### src/simmem_params.svh
// Sizing and DRAM timing constants for the delay calculator
// Burst sizes are byte counts from 1 to 7, and wrap bursts are not modeled
// Bank capacities must be powers of two, since iids are their log2 wide
// Costs must keep the worst beat below 2**SIMMEM_DELAY_W cycles

`ifndef SIMMEM_PARAMS_SVH
`define SIMMEM_PARAMS_SVH

// Slot tables, one per direction
`define SIMMEM_NUM_SLOTS 6
`define SIMMEM_MAX_BURST_LEN 4
`define SIMMEM_BURST_LEN_W 3

// Request fields
`define SIMMEM_AXI_ADDR_W 16
`define SIMMEM_BURST_SIZE_W 3

// Address bits below the row boundary
`define SIMMEM_ROW_LEN_W 8

`define SIMMEM_TSTP_W 8
`define SIMMEM_DELAY_W 5

// Message bank capacities
`define SIMMEM_WRESP_CAP 8
`define SIMMEM_RDATA_CAP 8

// DRAM costs in cycles
`define SIMMEM_ROW_HIT_COST 4
`define SIMMEM_ACTIVATION_COST 6
`define SIMMEM_PRECHARGE_COST 5

`endif

### src/simmem_pkg.sv
// Shared types of the delay calculator
// Write and read requests share one layout but stay distinct types
// The candidate carries one-hot slot and beat selects, the issue binary ones

`include "simmem_params.svh"

package simmem_pkg;

  // Cost classes, ordered so that a plain compare ranks them
  typedef enum logic [1:0] {
    COST_CAS         = 2'd0,
    COST_ACT_CAS     = 2'd1,
    COST_PRE_ACT_CAS = 2'd2
  } cost_class_e;

  typedef struct packed {
    logic [`SIMMEM_AXI_ADDR_W-1:0]   address;
    logic [`SIMMEM_BURST_LEN_W-1:0]  burst_length;
    logic [`SIMMEM_BURST_SIZE_W-1:0] burst_size;
  } axi_req_t;

  typedef struct packed {
    logic [$clog2(`SIMMEM_WRESP_CAP)-1:0] iid;
    axi_req_t                             req;
  } wreq_t;

  typedef struct packed {
    logic [$clog2(`SIMMEM_RDATA_CAP)-1:0] iid;
    axi_req_t                             req;
  } rreq_t;

  // Best pending beat of one table
  typedef struct packed {
    logic                                              valid;
    cost_class_e                                       cost;
    logic [`SIMMEM_TSTP_W-1:0]                         tstp;
    logic [`SIMMEM_NUM_SLOTS-1:0]                      slot_oh;
    logic [`SIMMEM_MAX_BURST_LEN-1:0]                  beat_oh;
    logic [`SIMMEM_AXI_ADDR_W-`SIMMEM_ROW_LEN_W-1:0]   row;
  } beat_cand_t;

  typedef struct packed {
    logic                                    valid;
    logic [$clog2(`SIMMEM_NUM_SLOTS)-1:0]    slot;
    logic [$clog2(`SIMMEM_MAX_BURST_LEN)-1:0] beat;
  } issue_t;

  typedef struct packed {
    logic                                            open;
    logic [`SIMMEM_AXI_ADDR_W-`SIMMEM_ROW_LEN_W-1:0] row;
  } row_state_t;

endpackage

### src/burst_slot_table.sv
// Slot table for one direction of bursts
// All beats of a burst are present at acceptance; wrap bursts are not supported
// Ages are taken modulo the timestamp width, so a burst must not wait
// 2**SIMMEM_TSTP_W cycles or its priority wraps

`timescale 1ns/10ps
`include "simmem_params.svh"

module burst_slot_table #(
  parameter type         req_t    = simmem_pkg::wreq_t,
  parameter int unsigned CAPACITY = `SIMMEM_WRESP_CAP
) (
  input  logic                          clk_i,
  input  logic                          rst_ni,
  input  req_t                          i_req,
  input  logic                          i_req_valid,
  output logic                          o_req_ready,
  input  logic [`SIMMEM_TSTP_W-1:0]     i_tstp,
  input  simmem_pkg::row_state_t        i_row,
  output simmem_pkg::beat_cand_t        o_cand,
  input  simmem_pkg::issue_t            i_issue,
  input  logic                          i_beat_done,
  output logic                          o_burst_done,
  output logic [$clog2(CAPACITY)-1:0]   o_done_iid
);
  import simmem_pkg::*;

  localparam int unsigned num_slots = `SIMMEM_NUM_SLOTS;
  localparam int unsigned max_len   = `SIMMEM_MAX_BURST_LEN;
  localparam int unsigned addr_w    = `SIMMEM_AXI_ADDR_W;
  localparam int unsigned row_w     = `SIMMEM_AXI_ADDR_W - `SIMMEM_ROW_LEN_W;
  localparam int unsigned slot_w    = $clog2(`SIMMEM_NUM_SLOTS);
  localparam int unsigned len_w     = `SIMMEM_BURST_LEN_W;
  localparam int unsigned tstp_w    = `SIMMEM_TSTP_W;

  logic [num_slots-1:0] slot_v_q, slot_v_d;
  logic [max_len-1:0]   pending_q [num_slots];
  logic [max_len-1:0]   pending_d [num_slots];
  logic [max_len-1:0]   done_q    [num_slots];
  logic [max_len-1:0]   done_d    [num_slots];

  logic [$clog2(CAPACITY)-1:0]     iid_q  [num_slots];
  logic [addr_w-1:0]               addr_q [num_slots];
  logic [`SIMMEM_BURST_SIZE_W-1:0] size_q [num_slots];
  logic [tstp_w-1:0]               tstp_q [num_slots];

  logic                 accept;
  logic [num_slots-1:0] alloc_oh;
  logic [num_slots-1:0] fin_mhot;
  logic [num_slots-1:0] fin_oh;

  function automatic cost_class_e classify(logic [addr_w-1:0] addr, row_state_t row);
    if (!row.open) begin
      return COST_ACT_CAS;
    end
    if (addr[addr_w-1 -: row_w] == row.row) begin
      return COST_CAS;
    end
    return COST_PRE_ACT_CAS;
  endfunction

  // Lowest free slot and lowest finished slot
  assign alloc_oh    = ~slot_v_q & (slot_v_q + num_slots'(1));
  assign o_req_ready = ~&slot_v_q;
  assign accept      = i_req_valid & o_req_ready;

  for (genvar s = 0; s < num_slots; s++) begin : gen_fin
    assign fin_mhot[s] = slot_v_q[s] & (&done_q[s]);
  end
  assign fin_oh       = fin_mhot & (~fin_mhot + num_slots'(1));
  assign o_burst_done = |fin_mhot;

  always_comb begin : done_iid_mux
    o_done_iid = '0;
    for (int s = 0; s < num_slots; s++) begin
      if (fin_oh[s]) begin
        o_done_iid = iid_q[s];
      end
    end
  end

  // Cheapest beat per slot, then cheapest and oldest slot
  always_comb begin : cand_sel
    logic [addr_w-1:0]  beat_addr;
    cost_class_e        beat_cost;
    logic               slot_found;
    cost_class_e        slot_cost;
    logic [max_len-1:0] slot_beat_oh;
    logic [row_w-1:0]   slot_row;
    logic [tstp_w-1:0]  slot_age;
    logic [tstp_w-1:0]  best_age;
    o_cand   = '0;
    best_age = '0;
    for (int s = 0; s < num_slots; s++) begin
      slot_found   = 1'b0;
      slot_cost    = COST_PRE_ACT_CAS;
      slot_beat_oh = '0;
      slot_row     = '0;
      slot_age     = i_tstp - tstp_q[s];
      for (int b = 0; b < max_len; b++) begin
        beat_addr = addr_q[s] + addr_w'(b) * addr_w'(size_q[s]);
        beat_cost = classify(beat_addr, i_row);
        if (slot_v_q[s] && !pending_q[s][b] && !done_q[s][b] &&
            (!slot_found || beat_cost < slot_cost)) begin
          slot_found      = 1'b1;
          slot_cost       = beat_cost;
          slot_beat_oh    = '0;
          slot_beat_oh[b] = 1'b1;
          slot_row        = beat_addr[addr_w-1 -: row_w];
        end
      end
      if (slot_found && (!o_cand.valid || slot_cost < o_cand.cost ||
          (slot_cost == o_cand.cost && slot_age > best_age))) begin
        o_cand.valid      = 1'b1;
        o_cand.cost       = slot_cost;
        o_cand.tstp       = tstp_q[s];
        o_cand.slot_oh    = '0;
        o_cand.slot_oh[s] = 1'b1;
        o_cand.beat_oh    = slot_beat_oh;
        o_cand.row        = slot_row;
        best_age          = slot_age;
      end
    end
  end

  always_comb begin : slot_next
    slot_v_d = slot_v_q & ~fin_oh;
    for (int s = 0; s < num_slots; s++) begin
      pending_d[s] = pending_q[s];
      done_d[s]    = done_q[s];
      // Only one beat is in flight, so the done pulse retires all pending bits
      if (i_beat_done) begin
        done_d[s]    = done_q[s] | pending_q[s];
        pending_d[s] = '0;
      end
      if (i_issue.valid && i_issue.slot == slot_w'(s)) begin
        pending_d[s][i_issue.beat] = 1'b1;
      end
      if (accept && alloc_oh[s]) begin
        slot_v_d[s]  = 1'b1;
        pending_d[s] = '0;
        // Beats past the burst length never go to the DRAM
        for (int b = 0; b < max_len; b++) begin
          done_d[s][b] = len_w'(b) >= i_req.req.burst_length;
        end
      end
    end
  end

  always_ff @(posedge clk_i or negedge rst_ni) begin
    if (!rst_ni) begin
      slot_v_q  <= '0;
      pending_q <= '{default: '0};
      done_q    <= '{default: '0};
    end else begin
      slot_v_q  <= slot_v_d;
      pending_q <= pending_d;
      done_q    <= done_d;
    end
  end

  always_ff @(posedge clk_i) begin
    for (int s = 0; s < num_slots; s++) begin
      if (accept && alloc_oh[s]) begin
        iid_q[s]  <= i_req.iid;
        addr_q[s] <= i_req.req.address;
        size_q[s] <= i_req.req.burst_size;
        tstp_q[s] <= i_tstp;
      end
    end
  end

endmodule

### src/rank_scheduler.sv
// Single-rank DRAM model serving one beat at a time
// The counter holds the remaining cycles minus one, so a new beat issues
// on the same edge where the previous one finishes
// Writes win a full tie with reads

`timescale 1ns/10ps
`include "simmem_params.svh"

module rank_scheduler (
  input  logic                      clk_i,
  input  logic                      rst_ni,
  input  simmem_pkg::beat_cand_t    i_wcand,
  input  simmem_pkg::beat_cand_t    i_rcand,
  output simmem_pkg::issue_t        o_wissue,
  output simmem_pkg::issue_t        o_rissue,
  output logic                      o_wbeat_done,
  output logic                      o_rbeat_done,
  output simmem_pkg::row_state_t    o_row,
  output logic [`SIMMEM_TSTP_W-1:0] o_tstp
);
  import simmem_pkg::*;

  localparam int unsigned delay_w   = `SIMMEM_DELAY_W;
  localparam int unsigned tstp_w    = `SIMMEM_TSTP_W;
  localparam int unsigned num_slots = `SIMMEM_NUM_SLOTS;
  localparam int unsigned max_len   = `SIMMEM_MAX_BURST_LEN;
  localparam int unsigned slot_w    = $clog2(`SIMMEM_NUM_SLOTS);
  localparam int unsigned beat_w    = $clog2(`SIMMEM_MAX_BURST_LEN);

  logic [delay_w-1:0] cnt_q, cnt_d;
  logic               busy_q, busy_d;
  logic               side_w_q, side_w_d;
  row_state_t         row_q, row_d;
  logic [tstp_w-1:0]  tstp_q;

  logic               issue_en;
  logic               serve_w;
  logic               serve_r;
  logic [tstp_w-1:0]  w_age;
  logic [tstp_w-1:0]  r_age;
  beat_cand_t         win;

  function automatic logic [delay_w-1:0] decompress(cost_class_e cost);
    case (cost)
      COST_CAS:     return delay_w'(`SIMMEM_ROW_HIT_COST);
      COST_ACT_CAS: return delay_w'(`SIMMEM_ROW_HIT_COST + `SIMMEM_ACTIVATION_COST);
      default: begin
        return delay_w'(`SIMMEM_ROW_HIT_COST + `SIMMEM_ACTIVATION_COST +
                        `SIMMEM_PRECHARGE_COST);
      end
    endcase
  endfunction

  function automatic logic [slot_w-1:0] slot_index(logic [num_slots-1:0] onehot);
    logic [slot_w-1:0] idx;
    idx = '0;
    for (int i = 0; i < num_slots; i++) begin
      if (onehot[i]) begin
        idx = slot_w'(i);
      end
    end
    return idx;
  endfunction

  function automatic logic [beat_w-1:0] beat_index(logic [max_len-1:0] onehot);
    logic [beat_w-1:0] idx;
    idx = '0;
    for (int i = 0; i < max_len; i++) begin
      if (onehot[i]) begin
        idx = beat_w'(i);
      end
    end
    return idx;
  endfunction

  // Ages relative to now, so timestamp wrap does not flip the order
  assign w_age = tstp_q - i_wcand.tstp;
  assign r_age = tstp_q - i_rcand.tstp;

  assign issue_en = cnt_q == '0;
  assign serve_w  = issue_en && i_wcand.valid &&
                    (!i_rcand.valid || i_wcand.cost < i_rcand.cost ||
                     (i_wcand.cost == i_rcand.cost && w_age >= r_age));
  assign serve_r  = issue_en && i_rcand.valid && !serve_w;
  assign win      = serve_w ? i_wcand : i_rcand;

  assign o_wissue = '{valid: serve_w, slot: slot_index(i_wcand.slot_oh),
                      beat: beat_index(i_wcand.beat_oh)};
  assign o_rissue = '{valid: serve_r, slot: slot_index(i_rcand.slot_oh),
                      beat: beat_index(i_rcand.beat_oh)};

  // Last cycle of the beat in flight
  assign o_wbeat_done = busy_q && issue_en && side_w_q;
  assign o_rbeat_done = busy_q && issue_en && !side_w_q;

  assign o_row  = row_q;
  assign o_tstp = tstp_q;

  always_comb begin : rank_next
    cnt_d    = cnt_q;
    busy_d   = busy_q;
    side_w_d = side_w_q;
    row_d    = row_q;
    if (!issue_en) begin
      cnt_d = cnt_q - delay_w'(1);
    end else if (serve_w || serve_r) begin
      cnt_d    = decompress(win.cost) - delay_w'(1);
      busy_d   = 1'b1;
      side_w_d = serve_w;
      row_d    = '{open: 1'b1, row: win.row};
    end else begin
      busy_d = 1'b0;
    end
  end

  always_ff @(posedge clk_i or negedge rst_ni) begin
    if (!rst_ni) begin
      cnt_q    <= '0;
      busy_q   <= 1'b0;
      side_w_q <= 1'b0;
      row_q    <= '0;
      tstp_q   <= '0;
    end else begin
      cnt_q    <= cnt_d;
      busy_q   <= busy_d;
      side_w_q <= side_w_d;
      row_q    <= row_d;
      tstp_q   <= tstp_q + tstp_w'(1);
    end
  end

endmodule

### src/release_tracker.sv
// One-hot release enables toward a message bank
// A completion and a release on the same bit in one cycle leave it set

`timescale 1ns/10ps

module release_tracker #(
  parameter int unsigned CAPACITY = 8
) (
  input  logic                        clk_i,
  input  logic                        rst_ni,
  input  logic                        i_set,
  input  logic [$clog2(CAPACITY)-1:0] i_set_iid,
  input  logic [CAPACITY-1:0]         i_released_onehot,
  output logic [CAPACITY-1:0]         o_release_en_onehot
);

  logic [CAPACITY-1:0] set_onehot;
  logic [CAPACITY-1:0] release_en_d;

  // Decode of the finished burst iid
  assign set_onehot = CAPACITY'(i_set) << i_set_iid;

  // Clear on release, then set on completion
  assign release_en_d = (o_release_en_onehot & ~i_released_onehot) | set_onehot;

  always_ff @(posedge clk_i or negedge rst_ni) begin
    if (!rst_ni) begin
      o_release_en_onehot <= '0;
    end else begin
      o_release_en_onehot <= release_en_d;
    end
  end

endmodule

### src/simmem_delay_calc.sv
// Memory timing delay calculator for a simulated AXI memory
// Write data is assumed complete when its address is accepted
// Iids must be unique among bursts in flight on each side
// Released inputs are single-cycle pulses from the banks

`timescale 1ns/10ps
`include "simmem_params.svh"

module simmem_delay_calc (
  input  logic                         clk_i,
  input  logic                         rst_ni,

  input  simmem_pkg::wreq_t            i_waddr_req,
  input  logic                         i_waddr_valid,
  output logic                         o_waddr_ready,

  input  simmem_pkg::rreq_t            i_raddr_req,
  input  logic                         i_raddr_valid,
  output logic                         o_raddr_ready,

  output logic [`SIMMEM_WRESP_CAP-1:0] o_wresp_release_en_onehot,
  output logic [`SIMMEM_RDATA_CAP-1:0] o_rdata_release_en_onehot,
  input  logic [`SIMMEM_WRESP_CAP-1:0] i_wresp_released_onehot,
  input  logic [`SIMMEM_RDATA_CAP-1:0] i_rdata_released_onehot
);
  import simmem_pkg::*;

  localparam int unsigned wiid_w = $clog2(`SIMMEM_WRESP_CAP);
  localparam int unsigned riid_w = $clog2(`SIMMEM_RDATA_CAP);

  beat_cand_t                wcand;
  beat_cand_t                rcand;
  issue_t                    wissue;
  issue_t                    rissue;
  logic                      wbeat_done;
  logic                      rbeat_done;
  row_state_t                row;
  logic [`SIMMEM_TSTP_W-1:0] tstp;

  logic                      wburst_done;
  logic                      rburst_done;
  logic [wiid_w-1:0]         wdone_iid;
  logic [riid_w-1:0]         rdone_iid;

  burst_slot_table #(
    .req_t   (wreq_t),
    .CAPACITY(`SIMMEM_WRESP_CAP)
  ) u_wslots (
    .clk_i       (clk_i),
    .rst_ni      (rst_ni),
    .i_req       (i_waddr_req),
    .i_req_valid (i_waddr_valid),
    .o_req_ready (o_waddr_ready),
    .i_tstp      (tstp),
    .i_row       (row),
    .o_cand      (wcand),
    .i_issue     (wissue),
    .i_beat_done (wbeat_done),
    .o_burst_done(wburst_done),
    .o_done_iid  (wdone_iid)
  );

  burst_slot_table #(
    .req_t   (rreq_t),
    .CAPACITY(`SIMMEM_RDATA_CAP)
  ) u_rslots (
    .clk_i       (clk_i),
    .rst_ni      (rst_ni),
    .i_req       (i_raddr_req),
    .i_req_valid (i_raddr_valid),
    .o_req_ready (o_raddr_ready),
    .i_tstp      (tstp),
    .i_row       (row),
    .o_cand      (rcand),
    .i_issue     (rissue),
    .i_beat_done (rbeat_done),
    .o_burst_done(rburst_done),
    .o_done_iid  (rdone_iid)
  );

  rank_scheduler u_sched (
    .clk_i       (clk_i),
    .rst_ni      (rst_ni),
    .i_wcand     (wcand),
    .i_rcand     (rcand),
    .o_wissue    (wissue),
    .o_rissue    (rissue),
    .o_wbeat_done(wbeat_done),
    .o_rbeat_done(rbeat_done),
    .o_row       (row),
    .o_tstp      (tstp)
  );

  release_tracker #(.CAPACITY(`SIMMEM_WRESP_CAP)) u_wrel (
    .clk_i              (clk_i),
    .rst_ni             (rst_ni),
    .i_set              (wburst_done),
    .i_set_iid          (wdone_iid),
    .i_released_onehot  (i_wresp_released_onehot),
    .o_release_en_onehot(o_wresp_release_en_onehot)
  );

  release_tracker #(.CAPACITY(`SIMMEM_RDATA_CAP)) u_rrel (
    .clk_i              (clk_i),
    .rst_ni             (rst_ni),
    .i_set              (rburst_done),
    .i_set_iid          (rdone_iid),
    .i_released_onehot  (i_rdata_released_onehot),
    .o_release_en_onehot(o_rdata_release_en_onehot)
  );

endmodule

### config.mk
export PLATFORM = sky130hd
export DESIGN_NAME = simmem_delay_calc
export DESIGN_NICKNAME = d
export VERILOG_FILES = /design/src/simmem_pkg.sv /design/src/burst_slot_table.sv /design/src/rank_scheduler.sv /design/src/release_tracker.sv /design/src/simmem_delay_calc.sv
export VERILOG_INCLUDE_DIRS = /design/src
export SDC_FILE = /design/constraint.sdc
export NUM_CORES = 2
export LEC_CHECK = 0
export BUFFER_PORTS_ARGS = -buffer_cell sky130_fd_sc_hd__buf_4
export CAP_MARGIN = 20
export CORE_UTILIZATION = 65
export CTS_CLUSTER_SIZE = 20
export DETAILED_ROUTE_END_ITERATION = 6
export HOLD_SLACK_MARGIN = 0.03
export PLACE_DENSITY = 0.87
export SLEW_MARGIN = 20
export SYNTH_ARGS = -nofsm -noshare
export SYNTH_HDL_FRONTEND = slang
export SYNTH_HIERARCHICAL = 1
export SYNTH_SLANG_ARGS = --single-unit
### constraint.sdc
create_clock -name clk_i -period 23.1 [get_ports clk_i]
set_input_delay 2.31 -clock clk_i [delete_from_list [all_inputs] [get_ports clk_i]]
set_output_delay 2.31 -clock clk_i [all_outputs]
set_load 0.02 [all_outputs]
# [Yosys cells after proc, flatten, opt, wreduce, memory -nomap -nowiden]
# Memory sizes are Yosys's and may differ from the RTL's.
# Cells that the tools add are included.
# W data, S select, Z words.
[classes] n_bitwise=56 shifts=2 n_reduce_logical=465 n_eq_ne=71 mux=710 mul=12 addsub=57 div=0 order_cmp=70
[ops] operator="$mux W8" count=68
[ops] operator="$mux W2" count=207
[ops] operator="$eq A8 B8 Y1" count=48
[ops] operator="$mux W29" count=12
[ops] operator="$mux W4" count=80
[ops] operator="$mux W3" count=86
[ops] operator="$mux W1" count=239
[ops] operator="$add A16 B3 Y16" count=12
[ops] operator="$add A16 B4 Y16" count=12
[ops] operator="$add A16 B5 Y16" count=12
[ops] operator="$logic_and A1 B1 Y1" count=186
[ops] operator="$mux W16" count=10
[ops] operator="$reduce_or A16 Y1" count=10
[ops] operator="$logic_not A1 Y1" count=147
[ops] operator="$sub A8 B8 Y8" count=14
[ops] operator="$or A4 B4 Y4" count=24
[ops] operator="$lt A2 B2 Y1" count=47
[ops] operator="$gt A8 B8 Y1" count=10
[ops] operator="$reduce_or A8 Y1" count=10
[ops] operator="$mul A2 B3 Y5 const A" count=12
[ops] operator="$reduce_or A3 Y1" count=20
[ops] operator="$logic_or A1 B1 Y1" count=59
[ops] operator="$reduce_and A4 Y1" count=12
[ops] operator="$and A6 B6 Y6" count=6
[ops] operator="other kinds (31)" count=100
[word_totals] mem_bits_ro=0 ff_bits=148 mem_bits_rw=360 latchBits=0 memories=8 out_inout_bits=18
[memory_table] name="u_rslots.addr_q" words=6 width=16 read_ports=6 rd_clocked_by_memory_dff=0 write_ports=1 line="burst_slot_table.sv:43" text="logic [addr_w-1:0] addr_q [num_slots];"
[memory_table] name="u_wslots.addr_q" words=6 width=16 read_ports=6 rd_clocked_by_memory_dff=0 write_ports=1 line="burst_slot_table.sv:43"
[memory_table] name="u_rslots.tstp_q" words=6 width=8 read_ports=6 rd_clocked_by_memory_dff=0 write_ports=1 line="burst_slot_table.sv:45" text="logic [tstp_w-1:0] tstp_q [num_slots];"
[memory_table] name="u_wslots.tstp_q" words=6 width=8 read_ports=6 rd_clocked_by_memory_dff=0 write_ports=1 line="burst_slot_table.sv:45"
[memory_table] name="u_rslots.iid_q" words=6 width=3 read_ports=6 rd_clocked_by_memory_dff=0 write_ports=1 line="burst_slot_table.sv:42" text="logic [$clog2(CAPACITY)-1:0] iid_q [num_slots];"
[memory_table] name="u_rslots.size_q" words=6 width=3 read_ports=6 rd_clocked_by_memory_dff=0 write_ports=1 line="burst_slot_table.sv:44" text="logic [`SIMMEM_BURST_SIZE_W-1:0] size_q [num_slots];"
[memory_table] name="+2 memories"

# [Longest topological paths before layout]
# An unclocked memory read counts as a cell.
[logic_depth] ltp_word=58 ltp_mapped=100 depth_no_buf=89

# [By module]
# The synthesis kept the hierarchy.
[modules_own_cells] mod="burst_slot_table (u_rslots)" area_each_um2=21624.5 seq_area_each_um2=6756.5 cells_each=2468 n_inst=1
[modules_own_cells] mod="burst_slot_table (u_wslots)" area_each_um2=21389.3 seq_area_each_um2=6756.5 cells_each=2493 n_inst=1
[modules_own_cells] mod="rank_scheduler" area_each_um2=2109.5 seq_area_each_um2=600.6 cells_each=229 n_inst=1
[modules_own_cells] mod="release_tracker" area_each_um2=336.6 seq_area_each_um2=200.2 cells_each=29 n_inst=2

# [Worst setup path after synthesis]
# No wires, ideal clock.
[synth_path] kind="register -> register" start="memory u_rslots/size_q[0][2] (netlist bit)" end="register u_rslots/pending_q[8] (netlist bit)" required_ns=23.005 setup_time_ns=0.095 synth_period_minus_slack_ns=17.607 setup_slack_ns=5.493 stages_incl_launch_ff=91 arrival_time_ns=17.512 path_buffers=6 path_cell_list="edfxtp_1 ha_1 a21oi_1 a21oi_4 nand2_1 mux2_2 o41ai_4 inv_1 ha_1 nor2_1 o311ai_0 a21oi_1 ha_1 nor2_1 o211ai_1 nand3_1 o221ai_1 nand2_1 [... 55 more ...] ha_1 nor2b_1 o21ai_0 a21oi_1 o21a_1 nor2_1 o21ai_0 xnor2_1 ha_1 and3_1 a221oi_1 nand2_2 a31o_2 a31oi_1 buf_4 nand2_1 or4b_2 o31ai_1"
[synth_lines] item="start: declaration" line="burst_slot_table.sv:44"
[synth_lines] item="end signal: assignment" line="burst_slot_table.sv:157" text="pending_q <= pending_d;"
[synth_lines] item="end: declaration" line="burst_slot_table.sv:37" text="logic [max_len-1:0] pending_q [num_slots];"

==> summary.md <==
| Metric | Value |
|---|---|
| Cells on worst reg2reg path | 84 |
| Worst hold endpoint | u_sched/busy_q |
| CP arrival | 21.86 ns |
| Die Span X | 267 um |
| Origin of the critical flop-to-flop path | u_rslots/size_q[1][1] |
| Clk sink count | 508 |
| Hold path cells | 1 |
| Least-Margin Pin Slew | 1.26 ns |
| CP peak stage delay | 0.79 ns |
| Outcome | complete, but fails checks |
| Post-CTS Resized | 0 |
| Largest net degree at the start of global routing | 76 |
| Core ar. | 69100 um^2 |
| CTS tree | yes |
| Failing checks | DRC |
| Htree depth | 2 |
| Die Span Y | 267 um |
| Hold_buf cts | 0 |
| Total die area | 71300 um^2 |
| CTS max path bufs | 3 |
| CP max stage cell | mux2i_1 |
| Worst Path Required | 23.62 ns |
| RSZ-0062 raised after global routing | no |
| Synthesized instance count | 5223 |
| R2R setup slack | 1.77 ns |
| Worst Path Max Fanout | 26 |
| Cell mode on critical path | ha_1 |
| Worst min-delay path startpoint | u_sched/busy_q |
| Worst Skew | 0.0376 ns |
| Clock slew at reported path FFs | 0.06 ns |
| First-pass GRT wire length | 243000 um |
| Critical Path Sink Type | flop |
| Vias per cell | 7.20 |
| Final nets | 5615 |
| GRT overflow | 0 |
| Post-Syn Nets | 5661 |
| Vias in the first global route | 41.8k |
| Skew-Pair Late Insertion Delay | 0.65 ns |
| Post-CTS setup buffer count | 0 |
| Placer Congestion | 1.04 |
| R2R Path End | u_rslots/pending_q[8] |
| First DRT Iteration DRCs | 5808 |
| Final setup viols | 0 |
| FP Rows | 96 |
| Io pins | 88 |
| Layout cell share with drive strength beyond 1 | 0.0934 |
| Final setup TNS | 0 ns |
| GRT Overall Usage | 0.445 |
| Netlist Area Pre-Place | 45700 um^2 |
| Post-Route WL | 162000 um |
| Yosys warning total | 6 |
| Min-Delay Path Class | reg2reg |
| Slew Viols, Final | 0 |
| F_max | 46.9 MHz |
| CP startpoint kind | flop |
| Crit path time final | 21.33 ns |
| Rel. slew slack | 0.147 |
| Syn Area/Cell | 8.74 um^2 |
| Hpwl dp | 120000 um |
| Starting density of the core | 0.661 |
| Wirelength per Cell | 26.2 um |
| Hold Fails Final Rpt | 0 |
| Maxcap violations | 0 |
| Via count | 44.3k |
| DRC | 10 |
| Routed Antenna Nets | 0 |
| Inserted Clock Buffers | 57 |
| Initial antenna violation count | 2 |
| Filler cell count | 5208 |
| Final critical-path share of the clock period | 0.924 |
| Kind of critical path | reg2reg |
| First-pass DRT Iterations | 7 |
| IO Port Bufs | 87 |
| Area growth from synthesis to layout | 7.00% |
| CTS Root Cell | clkbuf_16 |
## flip-flops by register name, summed over array words and instances (netlist names)
signal                      cells
u_rslots/addr_q                96
u_wslots/addr_q                96
u_rslots/tstp_q                48
u_wslots/tstp_q                48
u_rslots/done_q                24
u_rslots/pending_q             24
u_wslots/done_q                24
u_wslots/pending_q             24
u_rslots/iid_q                 18
u_rslots/size_q                18
u_wslots/iid_q                 18
u_wslots/size_q                18
u_sched/o_row                   9
u_rrel/o_release_en_onehot      8
u_sched/o_tstp                  8
u_wrel/o_release_en_onehot      8
u_rslots/slot_v_q               6
u_wslots/slot_v_q               6
u_sched/cnt_q                   5
u_sched/busy_q                  1
u_sched/side_w_q                1
## worst max-delay path, delay by kind of cell, from the launching register on
kind,cells,cell delay (ns)
adders and majority gates,11,3.11
and+or+nand+nor,18,2.93
AOI/OAI and AO/OA,45,11.96
buffers and inverters,6,1.03
DFF,1,0.50
xor gates and xnor gates,1,0.15
muxes,3,1.48
## metrics by stage
stage	util	setup slack, ns	hold WS (ns)	std cells	area (um^2)
finish	0.707	1.77	0.510	6158	48800
detailed placement	0.679	2.16	0.495	6049	46900
CTS	0.707	2.06	0.510	6157	48800
global placement	0.679	2.75	0.492	6049	46900
floorplan	-	5.67	0.462	5223	45700
global route	0.707	0.560	0.525	6157	48800
## cells in the final DEF (no fill, tap or decap), types with 84 or more instances in the layout
| cell | n |
|---|---|
| ha_1 | 330 |
| nand3_1 | 177 |
| nand4_1 | 95 |
| dfrtp_1 | 141 |
| a21oi_1 | 370 |
| xor2_1 | 123 |
| nor3_1 | 126 |
| xnor2_1 | 207 |
| inv_1 | 264 |
| buf_4 | 161 |
| a31oi_1 | 84 |
| edfxtp_1 | 360 |
| nor2_1 | 441 |
| o21ai_0 | 275 |
| nand2_1 | 478 |
## cell type report
cell class              count  area [um^2]  share of cell area
flip-flops and latches    508        14500               0.297
repair buffers            163         1240              0.0254
well taps                 931         1160              0.0238
diodes                      1         2.50           0.0000512
clock inverters            45          467             0.00955
inverters                 267         1000              0.0205
clock buffers              63         1450              0.0297
multi-input cells        4180        29000               0.594
## worst max-delay path by stage
stage / from / to / slack [ns] / cells after the start
6_report: u_rslots/size_q[1][1] / u_rslots/pending_q[8] / 1.77 / 84
5_1_grt: u_rslots/size_q[1][1] / u_rslots/pending_q[8] / 0.56 / 84
4_1_cts: u_rslots/size_q[1][1] / u_rslots/pending_q[8] / 2.06 / 84
3_5_place_dp: u_rslots/size_q[1][1] / u_rslots/pending_q[8] / 2.16 / 84
3_3_place_gp: u_rslots/size_q[1][1] / u_rslots/pending_q[8] / 2.75 / 84
2_1_floorplan: u_rslots/size_q[0][2] / u_rslots/pending_q[8] / 5.67 / 90
## routing by layer
| layer | up-vias | track usage | wire, um |
|---|---|---|---|
| li1 | 19500 | - | - |
| met1 | 21000 | 0.537 | 58900 |
| met2 | 3011 | 0.708 | 72000 |
| met3 | 790 | 0.0830 | 16400 |
| met4 | 0 | 0.339 | 14300 |
| met5 | - | 0.00139 | 0 |
Power is not shown: default switching activity piles up to over one toggle a cycle in this logic, so the estimate is an artifact.
